## src/cpu_defines.svh

```systemverilog
`ifndef CPU_DEFINES_SVH
`define CPU_DEFINES_SVH

// data and instruction words share one width
`define WORD_SIZE 16

// general purpose register file
`define NUM_REGS 8
`define REG_BITS 3

// instruction word fields
`define OPCODE_BITS 3
`define IMM_BITS 9

`endif

```

## src/isaPkg.sv

```systemverilog
`include "cpu_defines.svh"

package isaPkg;

    typedef enum logic [`OPCODE_BITS-1:0] {
        mv    = 3'b000, // rX <= operand
        mvtB  = 3'b001, // mvt with mode set, branch with mode clear
        add   = 3'b010,
        sub   = 3'b011,
        ld    = 3'b100, // rX <= mem[rY]
        st    = 3'b101, // mem[rY] <= rX
        andOp = 3'b110,
        other = 3'b111  // runs as a no-op
    } opcode_t;

    // III M XXX DDDDDDDDD
    typedef struct packed {
        opcode_t               opcode;
        logic                  mode; // set for the immediate form
        logic [`REG_BITS-1:0]  rX;
        logic [`IMM_BITS-1:0]  imm; // signed, extended in decode
    } immForm_t;

    // III M XXX 000000 YYY
    typedef struct packed {
        opcode_t                        opcode;
        logic                           mode;
        logic [`REG_BITS-1:0]           rX;
        logic [`IMM_BITS-`REG_BITS-1:0] pad; // zero in a well formed word
        logic [`REG_BITS-1:0]           rY;
    } regForm_t;

    typedef union packed {
        immForm_t immForm;
        regForm_t regForm;
    } instrWord_t;

    typedef enum logic [2:0] {
        aluNone, aluPass, aluPassHigh, aluAdd, aluSub, aluAnd, aluBranch
    } aluOp_t;

endpackage

```

## src/pipePkg.sv

```systemverilog
`include "cpu_defines.svh"

package pipePkg;

    // decode to execute record
    typedef struct packed {
        logic                  valid;     // low for a bubble
        isaPkg::aluOp_t        aluOp;
        logic [`REG_BITS-1:0]  rX;        // destination, also store source
        logic                  writeback; // result goes to rX
        logic                  read;      // load
        logic                  write;     // store
        logic [`WORD_SIZE-1:0] op1;       // value of rX
        logic [`WORD_SIZE-1:0] op2;       // rY value or extended immediate
        logic [`WORD_SIZE-1:0] pc;        // address of this instruction
    } decoded_t;

    // execute to memory to writeback record
    typedef struct packed {
        logic                  valid;
        logic [`REG_BITS-1:0]  rX;
        logic                  writeback;
        logic                  read;
        logic                  write;
        logic [`WORD_SIZE-1:0] address; // data address for ld and st
        logic [`WORD_SIZE-1:0] result;  // alu result, store data or load data
    } memReq_t;

endpackage

```

## src/regFileBus.sv

```systemverilog
`timescale 1ns/1ps
`include "cpu_defines.svh"

interface regFileBus;
    logic [`REG_BITS-1:0]  readAddr1;   // rX port
    logic [`REG_BITS-1:0]  readAddr2;   // rY port
    logic [`WORD_SIZE-1:0] readData1;
    logic [`WORD_SIZE-1:0] readData2;
    logic                  writeEnable;
    logic [`REG_BITS-1:0]  writeAddr;
    logic [`WORD_SIZE-1:0] writeData;

    modport decoder (output readAddr1, readAddr2,
                     input  readData1, readData2);

    modport writer (output writeEnable, writeAddr, writeData);

    modport regs (input  readAddr1, readAddr2, writeEnable, writeAddr, writeData,
                  output readData1, readData2);

endinterface

```

## src/dataBus.sv

```systemverilog
`timescale 1ns/1ps
`include "cpu_defines.svh"

interface dataBus;
    logic                  valid;     // request pending
    logic                  ready;     // memory accepts on this edge
    logic                  write;     // store when high, load when low
    logic [`WORD_SIZE-1:0] address;
    logic [`WORD_SIZE-1:0] writeData;
    logic [`WORD_SIZE-1:0] readData;  // sampled on the transfer edge

    // request side, held stable until valid and ready meet
    modport master (output valid, write, address, writeData,
                    input  ready, readData);

endinterface

```

## src/regFile.sv

```systemverilog
`timescale 1ns/1ps
`include "cpu_defines.svh"

module regFile (
    input logic      Clock,
    input logic      Reset,
    regFileBus.regs  bus
);

    logic [`WORD_SIZE-1:0] regs [`NUM_REGS]; // r0 to r7, all ordinary

    // same cycle write wins over the stored value
    function automatic logic [`WORD_SIZE-1:0] readPort(input logic [`REG_BITS-1:0] addr);
        if (bus.writeEnable && bus.writeAddr == addr)
            return bus.writeData;
        return regs[addr];
    endfunction

    always_ff @(posedge Clock or posedge Reset) begin
        if (Reset) begin
            for (int i = 0; i < `NUM_REGS; i++)
                regs[i] <= '0;
        end else if (bus.writeEnable) begin
            regs[bus.writeAddr] <= bus.writeData; // writeback port
        end
    end

    always_comb begin
        bus.readData1 = readPort(bus.readAddr1);
        bus.readData2 = readPort(bus.readAddr2);
    end

endmodule

```

## src/frontEnd.sv

```systemverilog
`timescale 1ns/1ps
`include "cpu_defines.svh"

module frontEnd (
    input  logic                  Clock,
    input  logic                  Reset,
    input  logic [`WORD_SIZE-1:0] InstrIn,
    output logic [`WORD_SIZE-1:0] InstrAddr,
    input  logic                  hold,
    input  logic                  branchTaken,
    input  logic [`WORD_SIZE-1:0] branchTarget,
    regFileBus.decoder            rf,
    input  pipePkg::memReq_t      exRec,
    input  pipePkg::memReq_t      memRec,
    input  pipePkg::memReq_t      wbRec,
    output pipePkg::decoded_t     decoded
);

    logic [`WORD_SIZE-1:0] pc;         // next fetch address
    logic                  fetchValid; // fetch register holds a live word
    isaPkg::instrWord_t    fetchWord;
    logic [`WORD_SIZE-1:0] fetchPc;    // address of fetchWord
    logic [`WORD_SIZE-1:0] immExt;
    logic                  usesX;      // rX is read as an operand
    logic                  usesY;      // rY is read as an operand
    logic                  pendX;
    logic                  pendY;
    logic                  stall;

    // record will still write r
    function automatic logic writesReg(input pipePkg::memReq_t rec,
                                       input logic [`REG_BITS-1:0] r);
        return rec.valid && rec.writeback && rec.rX == r;
    endfunction

    assign InstrAddr    = pc;
    assign rf.readAddr1 = fetchWord.immForm.rX;
    assign rf.readAddr2 = fetchWord.regForm.rY;
    assign immExt = {{(`WORD_SIZE-`IMM_BITS){fetchWord.immForm.imm[`IMM_BITS-1]}},
                     fetchWord.immForm.imm};

    assign pendX = writesReg(exRec, fetchWord.immForm.rX) ||
                   writesReg(memRec, fetchWord.immForm.rX) ||
                   writesReg(wbRec, fetchWord.immForm.rX);
    assign pendY = writesReg(exRec, fetchWord.regForm.rY) ||
                   writesReg(memRec, fetchWord.regForm.rY) ||
                   writesReg(wbRec, fetchWord.regForm.rY);

    always_ff @(posedge Clock or posedge Reset) begin
        if (Reset) begin
            pc         <= '0;
            fetchValid <= 1'b0;
        end else if (!hold) begin
            if (branchTaken) begin
                pc         <= branchTarget; // redirect, drop the word in flight
                fetchValid <= 1'b0;
            end else if (!stall) begin
                pc         <= pc + 1'b1;
                fetchValid <= 1'b1;
            end
        end
    end

    always_ff @(posedge Clock) begin
        if (!hold && !branchTaken && !stall) begin
            fetchWord <= InstrIn; // word for the address shown last cycle
            fetchPc   <= pc;
        end
    end

    always_comb begin
        decoded       = '0;
        decoded.rX    = fetchWord.immForm.rX;
        decoded.pc    = fetchPc;
        decoded.op1   = rf.readData1;
        decoded.op2   = fetchWord.immForm.mode ? immExt : rf.readData2;
        decoded.aluOp = isaPkg::aluNone;
        usesX         = 1'b0;
        usesY         = !fetchWord.immForm.mode;
        case (fetchWord.immForm.opcode)
            isaPkg::mv: begin
                decoded.aluOp     = isaPkg::aluPass;
                decoded.writeback = 1'b1;
            end
            isaPkg::mvtB: begin
                decoded.op2 = immExt; // both forms take the low nine bits
                usesY       = 1'b0;
                if (fetchWord.immForm.mode) begin
                    decoded.aluOp     = isaPkg::aluPassHigh;
                    decoded.writeback = 1'b1;
                end else begin
                    decoded.aluOp = isaPkg::aluBranch;
                end
            end
            isaPkg::add, isaPkg::sub, isaPkg::andOp: begin
                usesX             = 1'b1;
                decoded.writeback = 1'b1;
                if (fetchWord.immForm.opcode == isaPkg::add)
                    decoded.aluOp = isaPkg::aluAdd;
                else if (fetchWord.immForm.opcode == isaPkg::sub)
                    decoded.aluOp = isaPkg::aluSub;
                else
                    decoded.aluOp = isaPkg::aluAnd;
            end
            isaPkg::ld: begin
                decoded.op2       = rf.readData2; // address always from rY
                usesY             = 1'b1;
                decoded.read      = 1'b1;
                decoded.writeback = 1'b1;
            end
            isaPkg::st: begin
                decoded.op2   = rf.readData2;
                usesX         = 1'b1; // store data
                usesY         = 1'b1;
                decoded.write = 1'b1;
            end
            default: usesY = 1'b0; // opcode 111 flows through untouched
        endcase
        stall         = fetchValid && ((usesX && pendX) || (usesY && pendY));
        decoded.valid = fetchValid && !stall && !branchTaken; // bubble otherwise
    end

endmodule

```

## src/executeStage.sv

```systemverilog
`timescale 1ns/1ps
`include "cpu_defines.svh"

module executeStage (
    input  logic                  Clock,
    input  logic                  Reset,
    input  logic                  hold,
    input  pipePkg::decoded_t     decoded,
    output logic                  branchTaken,
    output logic [`WORD_SIZE-1:0] branchTarget,
    output pipePkg::memReq_t      exRec
);

    pipePkg::decoded_t     exReg;  // instruction now in execute
    logic [`WORD_SIZE-1:0] result;

    always_ff @(posedge Clock or posedge Reset) begin
        if (Reset)
            exReg <= '0;
        else if (!hold)
            exReg <= decoded; // frozen while memory waits
    end

    // relative to the branch's own address plus one
    assign branchTarget = exReg.pc + 1'b1 + exReg.op2;

    // one cycle only, hold keeps the branch here without firing
    assign branchTaken = exReg.valid && exReg.aluOp == isaPkg::aluBranch && !hold;

    always_comb begin
        case (exReg.aluOp)
            isaPkg::aluPass:     result = exReg.op2;
            isaPkg::aluPassHigh: result = {exReg.op2[`WORD_SIZE/2-1:0],
                                           {(`WORD_SIZE/2){1'b0}}}; // low byte cleared
            isaPkg::aluAdd:      result = exReg.op1 + exReg.op2;
            isaPkg::aluSub:      result = exReg.op1 - exReg.op2;
            isaPkg::aluAnd:      result = exReg.op1 & exReg.op2;
            isaPkg::aluBranch:   result = branchTarget;
            default:             result = exReg.op1; // store data rides here
        endcase
    end

    always_comb begin
        exRec.valid     = exReg.valid;
        exRec.rX        = exReg.rX;
        exRec.writeback = exReg.writeback;
        exRec.read      = exReg.read;
        exRec.write     = exReg.write;
        exRec.address   = exReg.op2; // rY value for ld and st
        exRec.result    = result;
    end

endmodule

```

## src/memWriteback.sv

```systemverilog
`timescale 1ns/1ps
`include "cpu_defines.svh"

module memWriteback (
    input  logic             Clock,
    input  logic             Reset,
    input  pipePkg::memReq_t exRec,
    output pipePkg::memReq_t memRec,
    output pipePkg::memReq_t wbRec,
    output logic             hold,
    dataBus.master           data,
    regFileBus.writer        rf
);

    pipePkg::memReq_t wbNext;
    logic             memAccess; // ld or st sitting in memory

    assign memAccess = memRec.valid && (memRec.read || memRec.write);

    // whole pipe waits until the data port takes the request
    assign hold = memAccess && !data.ready;

    assign data.valid     = memAccess;
    assign data.write     = memRec.valid && memRec.write;
    assign data.address   = memRec.address;
    assign data.writeData = memRec.result;

    always_comb begin
        wbNext = memRec;
        if (memRec.read)
            wbNext.result = data.readData; // load data on the transfer edge
    end

    always_ff @(posedge Clock or posedge Reset) begin
        if (Reset) begin
            memRec <= '0;
            wbRec  <= '0;
        end else if (!hold) begin
            memRec <= exRec;
            wbRec  <= wbNext;
        end
    end

    // write lands at the end of the writeback cycle
    // the register file bypass makes it visible to decode right away
    assign rf.writeEnable = wbRec.valid && wbRec.writeback;
    assign rf.writeAddr   = wbRec.rX;
    assign rf.writeData   = wbRec.result;

endmodule

```

## src/cpuCore.sv

```systemverilog
`timescale 1ns/1ps
`include "cpu_defines.svh"

module cpuCore (
    input  logic                  Clock,
    input  logic                  Reset,
    output logic [`WORD_SIZE-1:0] InstrAddr,
    input  logic [`WORD_SIZE-1:0] InstrIn,
    output logic                  DataValid,
    output logic                  DataWrite,
    output logic [`WORD_SIZE-1:0] DataAddr,
    output logic [`WORD_SIZE-1:0] DataOut,
    input  logic                  DataReady,
    input  logic [`WORD_SIZE-1:0] DataIn
);

    pipePkg::decoded_t     decoded;      // decode to execute
    pipePkg::memReq_t      exRec;        // in execute
    pipePkg::memReq_t      memRec;       // in memory
    pipePkg::memReq_t      wbRec;        // in writeback
    logic                  hold;         // data port back pressure
    logic                  branchTaken;
    logic [`WORD_SIZE-1:0] branchTarget;

    regFileBus rfBus ();
    dataBus    dBus ();

    // data port out to the pins
    assign DataValid      = dBus.valid;
    assign DataWrite      = dBus.write;
    assign DataAddr       = dBus.address;
    assign DataOut        = dBus.writeData;
    assign dBus.ready     = DataReady;
    assign dBus.readData  = DataIn;

    regFile i_regFile (
        .Clock (Clock),
        .Reset (Reset),
        .bus   (rfBus.regs)
    );

    frontEnd i_frontEnd (
        .Clock        (Clock),
        .Reset        (Reset),
        .InstrIn      (InstrIn),
        .InstrAddr    (InstrAddr),
        .hold         (hold),
        .branchTaken  (branchTaken),
        .branchTarget (branchTarget),
        .rf           (rfBus.decoder),
        .exRec        (exRec),
        .memRec       (memRec),
        .wbRec        (wbRec),
        .decoded      (decoded)
    );

    executeStage i_executeStage (
        .Clock        (Clock),
        .Reset        (Reset),
        .hold         (hold),
        .decoded      (decoded),
        .branchTaken  (branchTaken),
        .branchTarget (branchTarget),
        .exRec        (exRec)
    );

    memWriteback i_memWriteback (
        .Clock  (Clock),
        .Reset  (Reset),
        .exRec  (exRec),
        .memRec (memRec),
        .wbRec  (wbRec),
        .hold   (hold),
        .data   (dBus.master),
        .rf     (rfBus.writer)
    );

endmodule

```

## config.mk

```make
export PLATFORM = sky130hd
export DESIGN_NAME = cpuCore
export DESIGN_NICKNAME = d
export VERILOG_FILES = /design/src/isaPkg.sv /design/src/pipePkg.sv /design/src/regFileBus.sv /design/src/dataBus.sv /design/src/regFile.sv /design/src/frontEnd.sv /design/src/executeStage.sv /design/src/memWriteback.sv /design/src/cpuCore.sv
export VERILOG_INCLUDE_DIRS = /design/src
export SDC_FILE = /design/constraint.sdc
export NUM_CORES = 1
export LEC_CHECK = 0
export ABC_AREA = 1
export BUFFER_PORTS_ARGS = -buffer_cell sky130_fd_sc_hd__buf_2
export CORE_MARGIN = 1.5
export CORE_UTILIZATION = 37
export CTS_CLUSTER_SIZE = 40
export DETAILED_ROUTE_END_ITERATION = 8
export GPL_TIMING_DRIVEN = 0
export MAX_ROUTING_LAYER = met4
export PLACE_DENSITY_LB_ADDON = 0.25
export SYNTH_ARGS = -nofsm -noshare
export SYNTH_HDL_FRONTEND = slang
export SYNTH_SLANG_ARGS = --single-unit
```

## constraint.sdc

```tcl
create_clock -name Clock -period 8.1 [get_ports Clock]
set_input_delay 0.81 -clock Clock [delete_from_list [all_inputs] [get_ports Clock]]
set_output_delay 0.81 -clock Clock [all_outputs]
set_load 0.01 [all_outputs]
```

# Yosys cells after proc, flatten, opt, wreduce, memory -nomap -nowiden
# Cells that the tools add are included.
# W data, S select, Z words.
[classes]
bitwise = 5
add_sub_neg = 5
n_reduce_logical = 40
eq_ne = 19
magnitude_cmp = 4
muxes = 33
[ops]
columns = ["op", "count"]
rows = [
  ["$mux W16", 13],
  ["$bwmux W128", 1],
  ["$bmux W16 S3", 2],
  ["$pmux W16 S6", 1],
  ["$demux W16 S3", 1],
  ["$add A16 B1 Y16 const B", 2],
  ["$add A16 B16 Y16", 2],
  ["$pmux W16 S2", 1],
  ["$logic_and A1 B1 Y1", 22],
  ["$eq A3 B3 Y1", 6],
  ["$eq A3 B3 Y1 const B", 6],
  ["$and A16 B16 Y16", 1],
  ["$sub A16 B16 Y16", 1],
  ["$eq A3 B2 Y1 const B", 4],
  ["$ge A4 B4 Y1 const B", 3],
  ["$not A3 Y4", 3],
  ["$mux W1", 9],
  ["$pmux W3 S3", 1],
  ["$reduce_or A4 Y1", 2],
  ["$eq A3 B1 Y1 const B", 2],
  ["$logic_or A1 B1 Y1", 6],
  ["$mux W3", 2],
  ["$logic_not A1 Y1", 5],
  ["$reduce_or A5 Y1", 1],
  ["8 further kinds", 9],
]
[totals]
reg_bits = 295
wordCells = 138

# Logic depth before layout (Yosys ltp)
# Gate-level depths: netlist of the first run.
[logic_depth]
word_depth = 10
depth_mapped = 23
mapped_depth_nobuf = 23

# Modules after synthesis
# Synthesis of the first run repeated with hierarchy kept, for this count alone.
[unflattened]
cells_unflattened = 2736
hier_area_um2 = 19568.8
[by_module_without_submodules]
columns = ["mod", "cells_each", "area_per_inst_um2", "n_inst"]
rows = [
  ["regFile", 1197, 7752.4, 1],
  ["executeStage", 682, 4958.5, 1],
  ["memWriteback", 472, 3886.2, 1],
  ["frontEnd", 385, 2971.6, 1],
]

# Least setup slack after synthesis of the first run
# OpenSTA, ideal clock, no wires.
[synth_timing]
path_kind = "input-to-reg"
startpoint = "input port DataReady"
endpoint = "register i_frontEnd.fetchPc[0], enable pin"
n_path_buf = 1
cell_stages = 7
setup_slack_ps = 4862
required_time_ps = 7679
arrival_ps = 2816
path_cell_list = "inv_1 -> nand2_2 -> nand2_2 -> nand3_4 -> nand2_4 -> buf_6 -> nor2_1"
[synth_via]
elab_chain_len = 7
[synth_lines]
columns = ["element", "line", "source"]
rows = [
  ["start: declaration", "cpuCore.sv:13", "input logic DataReady,"],
  ["$logic_not A1 Y1 (*)", "memWriteback.sv:21", "assign hold = memAccess && !data.ready;"],
  ["$logic_and A1 B1 Y1 (*)", "memWriteback.sv:21", ""],
  ["$logic_not A1 Y1 (*)", "--", ""],
  ["$logic_and A1 B1 Y1", "executeStage.sv:28", "assign branchTaken = exReg.valid && exReg.aluOp == isaPkg::aluBranch && !hold;"],
  ["$logic_not A1 Y1", "frontEnd.sv:65", "if (!hold && !branchTaken && !stall) begin"],
  ["$logic_and A1 B1 Y1 (*) (2 in series)", "frontEnd.sv:65", ""],
  ["end signal: assignment", "frontEnd.sv:67", "fetchPc <= pc;"],
  ["end: declaration", "frontEnd.sv:22", "logic [`WORD_SIZE-1:0] fetchPc;"],
]
# Every way passes the cells marked *; elsewhere a longest branch is shown, timed or not.
# A chain may end at the register's enable or synchronous reset.

# Final worst setup path of the first run
[layout_timing]
startpoint = "register i_executeStage.exReg, in the netlist i_executeStage.exRec[17]"
endpoint = "register, netlist name i_memWriteback.data.writeData[15]"
[layout_via]
elab_chain_len = 2
word_cells_on_any_way = 4
cone_classes = "add/sub: 3; mux: 1"
[layout_lines]
columns = ["element", "line", "source"]
rows = [
  ["start: declaration", "executeStage.sv:14", "pipePkg::decoded_t exReg;"],
  ["start signal: assignment", "executeStage.sv:21", "exReg <= decoded;"],
  ["$add A16 B16 Y16 (tied with other cells)", "executeStage.sv:25", "assign branchTarget = exReg.pc + 1'b1 + exReg.op2;"],
  ["$pmux W16 S6 (*)", "executeStage.sv:31", "case (exReg.aluOp)"],
]
# Marks and branches as above.

==> Flow_metrics.wiki, run 1 <==
{| class="wikitable"
! Metric !! Value
|-
| Mapped Avg Cell Area || 7.60 µm²
|-
| Number of global-route vias before repair || 16200
|-
| Clock buffers created by TritonCTS || 37
|-
| Number of warning messages in the yosys log || 0
|-
| CTS clk-pin slew, worst paths || 0.06 ns
|-
| Worst setup slack before clock tree synthesis || 4.45 ns
|-
| Antenna violations before repair || 1
|-
| Top cells by area, synth || dfrtp_1 (39%), nand2_1 (13%), o21ai_0 (10%), edfxtp_1 (5.7%), inv_1 (4.2%)
|-
| Clock skew after layout || 0.0329 ns
|-
| GRT Residual Overflow || 0
|-
| Critical path type || register to register
|-
| Startpoint type of the worst setup path || register
|-
| Dominant synthesized flop cell || dfrtp_1
|-
| Number of rows created at floorplan || 77
|-
| Combined area of the multi-input logic cells || 7780 µm²
|-
| Number of enable-type register cells in the synthesized netlist || 32
|-
| Post-synthesis cell count || 2215
|-
| Die area || 46800 µm²
|-
| Final worst path period share || 45.4%
|-
| Mapped Nets || 2285
|-
| Routed wirelength normalized by instance count || 24.5 µm
|-
| Die Y || 216 µm
|-
| Worst-path cell chain || inv_1, ha_1, nand3_1, nor2_1, nand2_1, o21ai_0, nand2_1, a21oi_1, xor2_1, ha_1, a21o_1, nor2_1, nand2_1, inv_1, nand2_1, inv_1, nand2_1, nand3_1, nand3_1, nand2_1, nand2_1
|-
| # Max-Cap Violations || 0
|-
| Synthesized area || 16800 µm²
|-
| Clock Latency Late Sink || 0.58 ns
|-
| Cell with the most instances after synthesis || nand2_1
|-
| DR vias || 16900
|-
| CTS Sinks || 295
|-
| Number of buffers inserted by hold repair at cts || 0
|-
| Count of final setup violators || 0
|-
| Proportion of layout cells with a drive suffix above 1 || 10.2%
|-
| HPWL Detailed || 52.9 mm
|-
| Seq cells post-synth || 295
|-
| Setup repair after global routing missed its margin || no
|-
| Maximum fanout along the worst path || 6
|-
| Clock tree from TritonCTS || yes
|-
| Number of nets with antenna violations after routing || 0
|-
| Total Nets Final || 2411
|-
| Minimum clock period after layout || 3.68 ns
|-
| Total wirelength of the detailed-routed design || 72.5 mm
|-
| Number of buffers added for setup after CTS || 0
|-
| Final sum of negative setup slack || 0 ns
|-
| Final-report hold violation count || 0
|-
| Required time of the worst setup path || 8.53 ns
|-
| Filler instances || 4633
|-
| RePlAce Congestion || 1.03
|-
| I/O pin count || 85
|-
| Kind of end point of the critical path || register
|-
| Post-cts repair resize count || 0
|-
| CP max-delay cell || dfrtp_1
|-
| Min-delay worst type || input port to async pin
|-
| Final routed DRC violation total || 0
|-
| Portion of the post-synthesis area used by sequential elements || 44.8%
|-
| Level count of the clock H-tree || 2
|-
| Buffers from clock root to sink, at most || 3
|-
| Total routing resource utilization after global routing || 32.1%
|-
| Synth-to-layout area growth || 14.9%
|-
| First-pass iteration count of the detailed router || 6
|-
| Cell repeated most along the worst path || nand2_1
|-
| Crit path setup slack, layout || 4.42 ns
|-
| First DRT Iteration DRCs || 2041
|-
| Starting utilization of the core area || 37.8%
|-
| Root cell of the clock tree || clkbuf_16
|-
| Wire length of the first global-routing pass || 107 mm
|-
| Portion of synthesized cell area occupied by the leading cell type || 39.1%
|-
| Count of distinct cell types in the synthesized netlist || 49
|-
| Placeable core area || 44500 µm²
|-
| Remaining max-slew budget at the tightest pin || 29.3%
|-
| Largest net degree at the start of global routing || 120
|-
| Horiz. Die Dim || 216 µm
|-
| Async set-or-reset flop fraction in the synthesized netlist || 89.2%
|-
| Ranking of synthesized cells by instance count || nand2_1 (578), o21ai_0 (337), dfrtp_1 (263)
|-
| Slew @ Worst Pin || 1.06 ns
|-
| IO Port Bufs || 84
|-
| Outcome || completed
|-
| CP max stage delay || 0.47 ns
|-
| Slew Limit Fails || 0
|-
| Reg area || 7540 µm²
|-
| Worst Reg-to-Reg Cells || 21
|-
| Top cell type by total area after synthesis || dfrtp_1
|-
| CP Data Arrival Time || 4.11 ns
|-
| Average via count per standard cell || 5.69
|-
| Maximum clock rate || 272 MHz
|}
[placed cells by master (no fill, tap or decap), types with 4 or more instances in the layout]
| master | synthesis | layout |
|---|---|---|
| a211oi_1 | 10 | 10 |
| a21oi_1 | 120 | 120 |
| a221oi_1 | 7 | 7 |
| a31oi_1 | 23 | 23 |
| buf_2 | 36 | 120 |
| buf_4 | 34 | 34 |
| bufinv_16 | 0 | 4 |
| clkbuf_1 | 78 | 87 |
| clkbuf_16 | 0 | 38 |
| clkbuf_8 | 0 | 6 |
| clkinv_2 | 0 | 7 |
| dfrtp_1 | 263 | 263 |
| edfxtp_1 | 32 | 32 |
| ha_1 | 33 | 33 |
| inv_1 | 189 | 188 |
| inv_2 | 8 | 8 |
| nand2_1 | 578 | 578 |
| nand3_1 | 129 | 129 |
| nand3b_1 | 6 | 6 |
| nand4_1 | 12 | 12 |
| nor2_1 | 144 | 143 |
| nor3_1 | 6 | 6 |
| o211ai_1 | 60 | 60 |
| o21ai_0 | 337 | 337 |
| o21ai_1 | 4 | 4 |
| o221ai_1 | 5 | 5 |
| o22ai_1 | 20 | 20 |
| xnor2_1 | 13 | 13 |
| xor2_1 | 26 | 26 |
[routing by layer]
layer | up-vias | track usage (%) | wire (µm)
met2 | 842 | 48.9 | 32700
met3 | 223 | 5.18 | 5970
met1 | 8153 | 41.0 | 29700
met5 | - | - | 0
met4 | 0 | 17.3 | 4180
li1 | 7640 | - | -
[worst paths after layout]
| check | startpoint | slack, ns | end |
|---|---|---|---|
| max | i_executeStage.exRec[17] | 4.42 | i_memWriteback.data.writeData[15] |
| min | Reset | 0.29 | i_memWriteback.data.address[2] |
| max reg2reg | i_executeStage.exRec[17] | 4.42 | i_memWriteback.data.writeData[15] |
| min reg2reg | i_frontEnd.fetchPc[13] | 0.45 | i_executeStage.exReg[13] |
| max in group asynchronous | Reset | 6.37 | i_regFile.regs[17] |
| min in group Clock | InstrIn[7] | 0.42 | i_frontEnd.fetchWord[7] |
[flip-flops by register name (all words and copies together), names as in the netlist]
name	count
i_regFile.regs	128
i_frontEnd.InstrAddr	16
i_memWriteback.memRec	7
i_frontEnd.fetchValid	1
i_memWriteback.rf.writeData	16
i_memWriteback.data.writeData	16
i_frontEnd.fetchPc	16
i_memWriteback.wbRec	2
i_memWriteback.data.address	16
i_executeStage.exReg	35
i_memWriteback.rf.writeAddr	3
i_executeStage.exRec	23
i_frontEnd.fetchWord	16
[worst max-delay path, delay by kind of cell (launching register included)]
family / cells / cell delay (ns)
simple gates: 12 / 1.23
buf+inv: 3 / 0.38
compound gates: 3 / 0.72
flops: 1 / 0.47
xor+xnor: 1 / 0.21
fa+ha+maj: 2 / 0.55
[cell type report]
type	count	area share, %
Multi-Input combinational cell	1567	40.2
Sequential cell	295	39.0
Clock buffer	53	5.52
Buffer	155	3.99
Inverter	198	3.88
Tap cell	592	3.83
Timing Repair Buffer	87	2.56
Clock inverter	14	0.964
Antenna cell	1	0.0129
[kinds of logic (layout without fill, tap and decap cells)]
| group | after synthesis | count (layout) | synth area share [%] |
|---|---|---|---|
| AND/OR/NAND/NOR | 888 | 888 | 21.5 |
| AO/OA/AOI/OAI | 605 | 605 | 20.0 |
| buffers and inverters | 353 | 507 | 9.00 |
| flip-flops | 295 | 295 | 44.8 |
| XOR/XNOR | 39 | 39 | 2.03 |
| adder cells (fa/ha/maj) | 35 | 35 | 2.69 |
| other | 0 | 1 | 0 |
[through the flow]
stage               cell area [µm²]  hold WS, ns  std cells  utilization [%]
floorplan                     16800        0.425       2215                -
global route                  19300        0.320       2962             43.4
finish                        19300        0.286       2962             43.4
CTS                           19300        0.285       2961             43.4
global placement              18000        0.436       2891             40.4
detailed placement            18100        0.444       2894             40.6
Power of run 1 is not shown: default switching activity piles up to over one toggle a cycle in this logic, so the estimate is an artifact.
==> run 2: changes to the inputs <==
Settings changed: ABC_AREA 1 to 0.
Clock period 8.1 ns to 3.45 ns, I/O delays scaled along.
==> run 2 against run 1 <==
  * Via count is 25% lower
  * Core utilization up 0.64 points
  * Critical endpoint is now i_memWriteback.data.writeData[14]
  * Die area fell by 2.1%
  * Largest cell class unchanged
  * Maximum frequency is 9.6% higher
  * Global-route usage fell by 9.0 points
  * Area after synthesis decreased by 2.1%
  * Non-clock buffer count grew 27
  * Sequential cell count unchanged
  * Cell count shrank 22%
  * Clock-buffer cell count shrank 4
  * Sequential share of layout area fell by 0.12 points
  * Highest routed layer unchanged
  * Design area is 0.38% higher
==> Flow_metrics.wiki, run 2 <==
{| class="wikitable"
! Metric !! Value
|-
| Portion of synthesized cell area occupied by the leading cell type || 40.0%
|-
| Net Switching || 10.6 mW
|-
| Dominant synthesized flop cell || dfrtp_1
|-
| CTS clk-pin slew, worst paths || 0.06 ns
|-
| Number of enable-type register cells in the synthesized netlist || 32
|-
| Largest net degree at the start of global routing || 42
|-
| Timing endpoint of the critical path || i_memWriteback.data.writeData[14]
|-
| I/O pin count || 85
|-
| Final-report hold violation count || 0
|-
| Reg-to-Reg Start || i_executeStage.exRec[16]
|-
| Most frequent cells in the layout || dfrtp_1 (259), nand2_1 (224), mux2_2 (128)
|-
| Flip-flop count of the largest register, all copies and words added || 128
|-
| Maximum ir drop on the vdd rail || 0.000473 V
|-
| Placeable core area || 44000 µm²
|-
| Die Y || 214 µm
|-
| Min Hold Slack || 0.0104 ns
|-
| Remaining max-slew budget at the tightest pin || 3.20%
|-
| Clock Latency Late Sink || 0.54 ns
|-
| CTS Sinks || 295
|-
| Minimum clock period after layout || 3.36 ns
|-
| GRT Residual Overflow || 0
|-
| Wire length of the first global-routing pass || 78.9 mm
|-
| Sw frac || 44.1%
|-
| Number of global-route vias before repair || 13000
|-
| Buffers from clock root to sink, at most || 3
|-
| Post-synthesis cell count || 1527
|-
| Level count of the clock H-tree || 2
|-
| Mapped Nets || 1597
|-
| Top cells by area, synth || dfrtp_1 (40%), mux2_2 (8.7%), mux4_2 (8.7%), edfxtp_1 (5.8%), nand2_1 (5.1%)
|-
| Sequential power share || 28.5%
|-
| Maximum fanout along the worst path || 5
|-
| Hold Path Stages || 1
|-
| Maximum clock rate || 298 MHz
|-
| DR vias || 12700
|-
| Antenna violations before repair || 0
|-
| Total Nets Final || 1755
|-
| Number of cells in the finished layout apart from fillers || 2302
|-
| RePlAce Congestion || 0.947
|-
| Antenna cell count || 0
|-
| Total wirelength of the detailed-routed design || 51.2 mm
|-
| Clock buffers created by TritonCTS || 34
|-
| Count of distinct cell types in the synthesized netlist || 67
|-
| Combinational fraction of design power || 56.1%
|-
| Portion of total power attributed to the clock network || 15.3%
|-
| Starting utilization of the core area || 37.4%
|-
| Startpoint type of the worst setup path || register
|-
| Kind of end point of the critical path || register
|-
| Count of placed standard cells including taps || 2212
|-
| CP Data Arrival Time || 3.78 ns
|-
| Slew @ Worst Pin || 1.44 ns
|-
| First element of the critical path || i_executeStage.exRec[16]
|-
| Async set-or-reset flop fraction in the synthesized netlist || 89.2%
|-
| Largest reg by FF count || i_regFile.regs
|-
| Critical R2R Capture || i_memWriteback.data.writeData[14]
|-
| Worst Reg-to-Reg Cells || 14
|-
| Final worst path period share || 97.4%
|-
| Clock tree from TritonCTS || yes
|-
| Ranking of synthesized cells by instance count || dfrtp_1 (263), nand2_1 (224), mux2_2 (128)
|-
| Final routed DRC violation total || 0
|-
| Total routing resource utilization after global routing || 23.2%
|-
| Clock skew after layout || 0.0176 ns
|-
| Number of warning messages in the yosys log || 0
|-
| Routed wirelength normalized by instance count || 22.2 µm
|-
| Die area || 45800 µm²
|-
| Power Dens Cells || 1240 nW/µm²
|-
| Seq cells post-synth || 295
|-
| # Max-Cap Violations || 0
|-
| HPWL Detailed || 37.8 mm
|-
| Portion of the post-synthesis area used by sequential elements || 45.8%
|-
| IO Port Bufs || 84
|-
| Slew Limit Fails || 0
|-
| Count of final setup violators || 0
|-
| Horiz. Die Dim || 214 µm
|-
| Synthesized area || 16500 µm²
|-
| Proportion of layout cells with a drive suffix above 1 || 26.3%
|-
| Required time of the worst setup path || 3.87 ns
|-
| Top cell type by total area after synthesis || dfrtp_1
|-
| Average via count per standard cell || 5.51
|-
| Leakage || 8.40 nW
|-
| Outcome || completed
|-
| Number of nets with antenna violations after routing || 0
|-
| Root cell of the clock tree || clkbuf_16
|-
| Commonest non-fill, non-tap cell in the layout || dfrtp_1
|-
| Mapped Avg Cell Area || 10.8 µm²
|-
| Critical path type || register to register
|-
| First-pass iteration count of the detailed router || 5
|-
| Synth-to-layout area growth || 17.8%
|-
| Number of rows created at floorplan || 77
|-
| Min-delay worst type || input port to register
|-
| Reg-to-reg slack, setup || 0.09 ns
|-
| Internal portion of total power || 13.4 mW
|-
| First DRT Iteration DRCs || 1032
|-
| Cell with the most instances after synthesis || dfrtp_1
|}
==> run 2: cell types whose count changed in the layout (fill, tap and decap cells not counted), sizes merged, moves of 53 or more <==
| cell | delta |
|---|---|
| nand3 | -118 |
| inv | -172 |
| o21ai | -214 |
| mux4 | +64 |
| mux2 | +129 |
| nand2 | -358 |
| nor2 | -78 |
| o211ai | -53 |
| mux2i | +53 |
| a21oi | -53 |
==> run 2: worst max-delay path, stage by stage (launching register included) <==
cell and delay (ns):
dfrtp_2 0.43, clkinvlp_4 0.22, ha_2 0.27, nor2_1 0.15, xnor2_1 0.09, ha_1 0.35
nor2b_2 0.20, o2111a_2 0.25, nor3_4 0.06, o41ai_2 0.36, buf_4 0.20, a21oi_2 0.08
o31ai_4 0.22, nor4_1 0.10, a211o_1 0.29
==> run 2: worst min-delay path by stage <==
stage / startpoint / slack, ns / to
6_report: InstrIn[9] / 0.01 / i_frontEnd.fetchWord[9]
5_1_grt: InstrIn[9] / 0.01 / i_frontEnd.fetchWord[9]
4_1_cts: InstrIn[9] / 0.009 / i_frontEnd.fetchWord[9]
3_5_place_dp: Reset / 0.33 / i_memWriteback.data.address[4]
3_3_place_gp: i_frontEnd.fetchPc[10] / 0.44 / i_executeStage.exReg[10]
2_1_floorplan: i_frontEnd.fetchPc[10] / 0.42 / i_executeStage.exReg[10]
==> run 2: power groups by stage <==
stage	Clock, mW	Combinational (mW)	Sequential, mW
global route	3.89	14.7	7.06
detailed placement	0	12.8	6.85
CTS	3.75	13.2	6.81
floorplan	0	9.22	6.32
finish	3.68	13.5	6.86
global placement	0	12.5	6.81
==> run 2: through the flow <==
step                power [mW]  setup TNS [ns]  utilization (%)  setup WS (ns)  area [µm²]
floorplan                 15.5          -95.87                -         -0.365       16500
finish                    24.0               0             44.1         0.0904       19400
global route              25.7         -0.0575             44.1        -0.0440       19400
CTS                       23.7               0             43.8         0.0212       19300
detailed placement        19.7           -9.12             40.5          -1.23       17800
global placement          19.3         -590.46             40.1          -2.17       17600
==> run 2: final cells by class <==
| type | count | area [µm²] |
|---|---|---|
| fill | 4220 | 24600 |
| multi-input combinational | 1059 | 8290 |
| sequential | 295 | 7550 |
| clock buffer | 49 | 1020 |
| timing repair buffer | 125 | 881 |
| tap | 592 | 741 |
| buffer | 144 | 714 |
| clock inverter | 12 | 115 |
| inverter | 26 | 110 |
==> run 2: logic make-up (layout without fill, tap and decap cells) <==
kind of cell / count (synthesis) / in the layout / synth area share [%]
buffers and inverters: 173 / 356 / 4.89
DFF: 295 / 295 / 45.8
and+or+nand+nor: 398 / 398 / 10.5
xor gates and xnor gates: 69 / 69 / 3.67
muxes: 246 / 246 / 20.8
AOI/OAI and AO/OA: 311 / 311 / 11.6
adders and majority gates: 35 / 35 / 2.75
==> run 2: what timing repair did <==
| action | in CTS | in global routing |
|---|---|---|
| gates cloned | 0 | 0 |
| pin swaps | 6 | 14 |
| endpoints found under the hold margin | 25 | 0 |
| hold buffers | 16 | 0 |
| setup endpoints to repair | 13 | 8 |
| setup buffers | 9 | 7 |
| resized for setup | 27 | 22 |
==> run 2: layer usage <==
metal,track usage (%),vias to the layer above,wire [µm]
met5,-,-,0
met4,7.71,0,1680
met3,3.04,107,2120
met2,37.7,312,24700
met1,29.9,6448,22600
li1,-,5807,-
No activity file was read; power rests on OpenSTA's default activity.
==> run 3: changes to the inputs <==
Settings changed: CELL_PAD_IN_SITES_DETAIL_PLACEMENT set to 0, CELL_PAD_IN_SITES_GLOBAL_PLACEMENT set to 1.
==> run 3 against run 2 <==
  * Core utilization is 0.099 points lower
  * Design area down 0.23%
  * Clock skew shrank 0.0021 ns
  * Power is 0.64% lower
  * Largest cell class unchanged
  * Highest routed layer unchanged
==> Flow_metrics.wiki, run 3 (synthesized netlist as in run 2, its figures left out) <==
{| class="wikitable"
! Metric !! Value
|-
| Outcome || completed
|-
| Level count of the clock H-tree || 2
|-
| Slew @ Worst Pin || 1.30 ns
|-
| First element of the critical path || i_executeStage.exRec[16]
|-
| Total power || 23.9 mW
|-
| Min-delay worst type || input port to register
|-
| Die Y || 214 µm
|-
| Buffers from clock root to sink, at most || 3
|-
| Largest net degree at the start of global routing || 41
|-
| Clock buffers created by TritonCTS || 35
|-
| Kind of end point of the critical path || register
|-
| Horiz. Die Dim || 214 µm
|-
| Routed wirelength normalized by instance count || 22.7 µm
|-
| Antenna violations before repair || 0
|-
| Reg-to-reg slack, setup || 0.09 ns
|-
| Critical path type || register to register
|-
| Final routed DRC violation total || 0
|-
| Number of nets with antenna violations after routing || 0
|-
| Leakage || 8.39 nW
|-
| Largest reg by FF count || i_regFile.regs
|-
| DR vias || 12500
|-
| Number of cells in the finished layout apart from fillers || 2296
|-
| Reg-to-Reg Start || i_executeStage.exRec[16]
|-
| First-pass iteration count of the detailed router || 7
|-
| CTS Sinks || 295
|-
| CP Data Arrival Time || 3.79 ns
|-
| Worst setup slack before clock tree synthesis || -1.04 ns
|-
| Die area || 45800 µm²
|-
| Count of placed standard cells including taps || 2211
|-
| Startpoint type of the worst setup path || register
|-
| Reg area || 7550 µm²
|-
| GRT Residual Overflow || 0
|-
| Wire length of the first global-routing pass || 80.1 mm
|-
| Count of final setup violators || 0
|-
| Root cell of the clock tree || clkbuf_16
|-
| # Max-Cap Violations || 0
|-
| Number of rows created at floorplan || 77
|-
| First DRT Iteration DRCs || 836
|-
| I/O pin count || 85
|-
| Final-report hold violation count || 0
|-
| Required time of the worst setup path || 3.88 ns
|-
| Hold Path Stages || 2
|-
| Proportion of layout cells with a drive suffix above 1 || 25.5%
|-
| Total Nets Final || 1749
|-
| Clock Latency Late Sink || 0.55 ns
|-
| Placeable core area || 44000 µm²
|-
| Remaining max-slew budget at the tightest pin || 12.8%
|-
| Synth-to-layout area growth || 17.6%
|-
| CTS clk-pin slew, worst paths || 0.06 ns
|-
| Worst-case hold path end point || i_memWriteback.memRec[32]
|-
| Commonest non-fill, non-tap cell in the layout || dfrtp_1
|-
| Starting utilization of the core area || 37.4%
|-
| Maximum ir drop on the vdd rail || 0.000395 V
|-
| Maximum clock rate || 298 MHz
|-
| Slew Limit Fails || 0
|-
| Min-delay src || DataReady
|-
| Power Dens Cells || 1230 nW/µm²
|-
| Average via count per standard cell || 5.45
|-
| Total wirelength of the detailed-routed design || 52.1 mm
|-
| Final worst path period share || 97.3%
|-
| Number of global-route vias before repair || 12900
|-
| IO Port Bufs || 84
|-
| Combined area of the multi-input logic cells || 8260 µm²
|-
| Crit path setup slack, layout || 0.0943 ns
|-
| Maximum fanout along the worst path || 5
|-
| Critical R2R Capture || i_memWriteback.data.writeData[14]
|-
| Minimum clock period after layout || 3.36 ns
|-
| Clock tree from TritonCTS || yes
|-
| RePlAce Congestion || 0.934
|-
| Worst Reg-to-Reg Cells || 13
|-
| HPWL Detailed || 38.5 mm
|-
| Filler instances || 4286
|-
| Clock skew after layout || 0.0155 ns
|-
| Most frequent cells in the layout || dfrtp_1 (259), nand2_1 (224), mux2_2 (128)
|-
| Flip-flop count of the largest register, all copies and words added || 128
|-
| Total routing resource utilization after global routing || 23.7%
|-
| Antenna cell count || 0
|}
[run 3: cell type report]
type,count,share of cell area (%)
inverter,26,0.556
clock inverter,10,0.769
timing repair buffer,118,4.26
sequential,295,39.0
tap,592,3.82
clock buffer,52,5.32
multi-input combinational,1059,42.6
buffer,144,3.68
[run 3: repair_timing]
item | CTS | global route
setup endpoints to repair | 13 | 27
gates resized for setup | 23 | 18
pin swaps | 2 | 8
hold buffers | 17 | 0
endpoints found under the hold margin | 37 | 0
buffers inserted | 2 | 5
gates cloned | 0 | 0
[run 3: worst max-delay path by stage]
stage	slack, ns	to	cells after the start
6_report	0.09	i_memWriteback.data.writeData[14]	13
5_1_grt	-0.04	i_memWriteback.data.writeData[14]	13
4_1_cts	0.006	i_memWriteback.data.writeData[13]	12
3_5_place_dp	-1.04	i_memWriteback.data.writeData[13]	14
3_3_place_gp	-2.17	i_executeStage.exRec[38]	2
2_1_floorplan	-0.36	i_executeStage.exRec[16]	1
[run 3: routing by layer]
metal  wire [µm]  GRT usage, %
met1       22500          29.6
met2       26400          40.7
met3        1740          2.59
met4        1440          6.95
met5           0             -
[run 3: power breakdown]
part           internal, mW  switching (mW)
Combinational          5.75            7.46
Sequential             5.38            1.48
Clock                  2.30            1.51
Total                  13.4            10.5
[run 3: metrics by stage]
stage	TNS, ns	util (%)	cell area, µm²	hold slack, ns
3_3_place_gp	-591.23	40.1	17600	0.434
3_5_place_dp	-7.05	40.4	17800	0.441
5_1_grt	-0.0505	44.0	19400	0.0668
4_1_cts	0	43.7	19200	0.0425
2_1_floorplan	-95.87	-	16500	0.422
6_report	0	44.0	19400	0.0564
[run 3: worst max-delay path: stages, from the launching register on]
cell and delay, ns:
dfrtp_2 0.41, clkinvlp_4 0.20, ha_1 0.34, nand2_1 0.06, o21ai_1 0.10, fa_1 0.43
nor2b_1 0.18, o2111a_2 0.26, nor3_4 0.07, o41ai_4 0.42, a21oi_2 0.12, o31ai_2 0.24
nor4_1 0.10, a211o_1 0.32
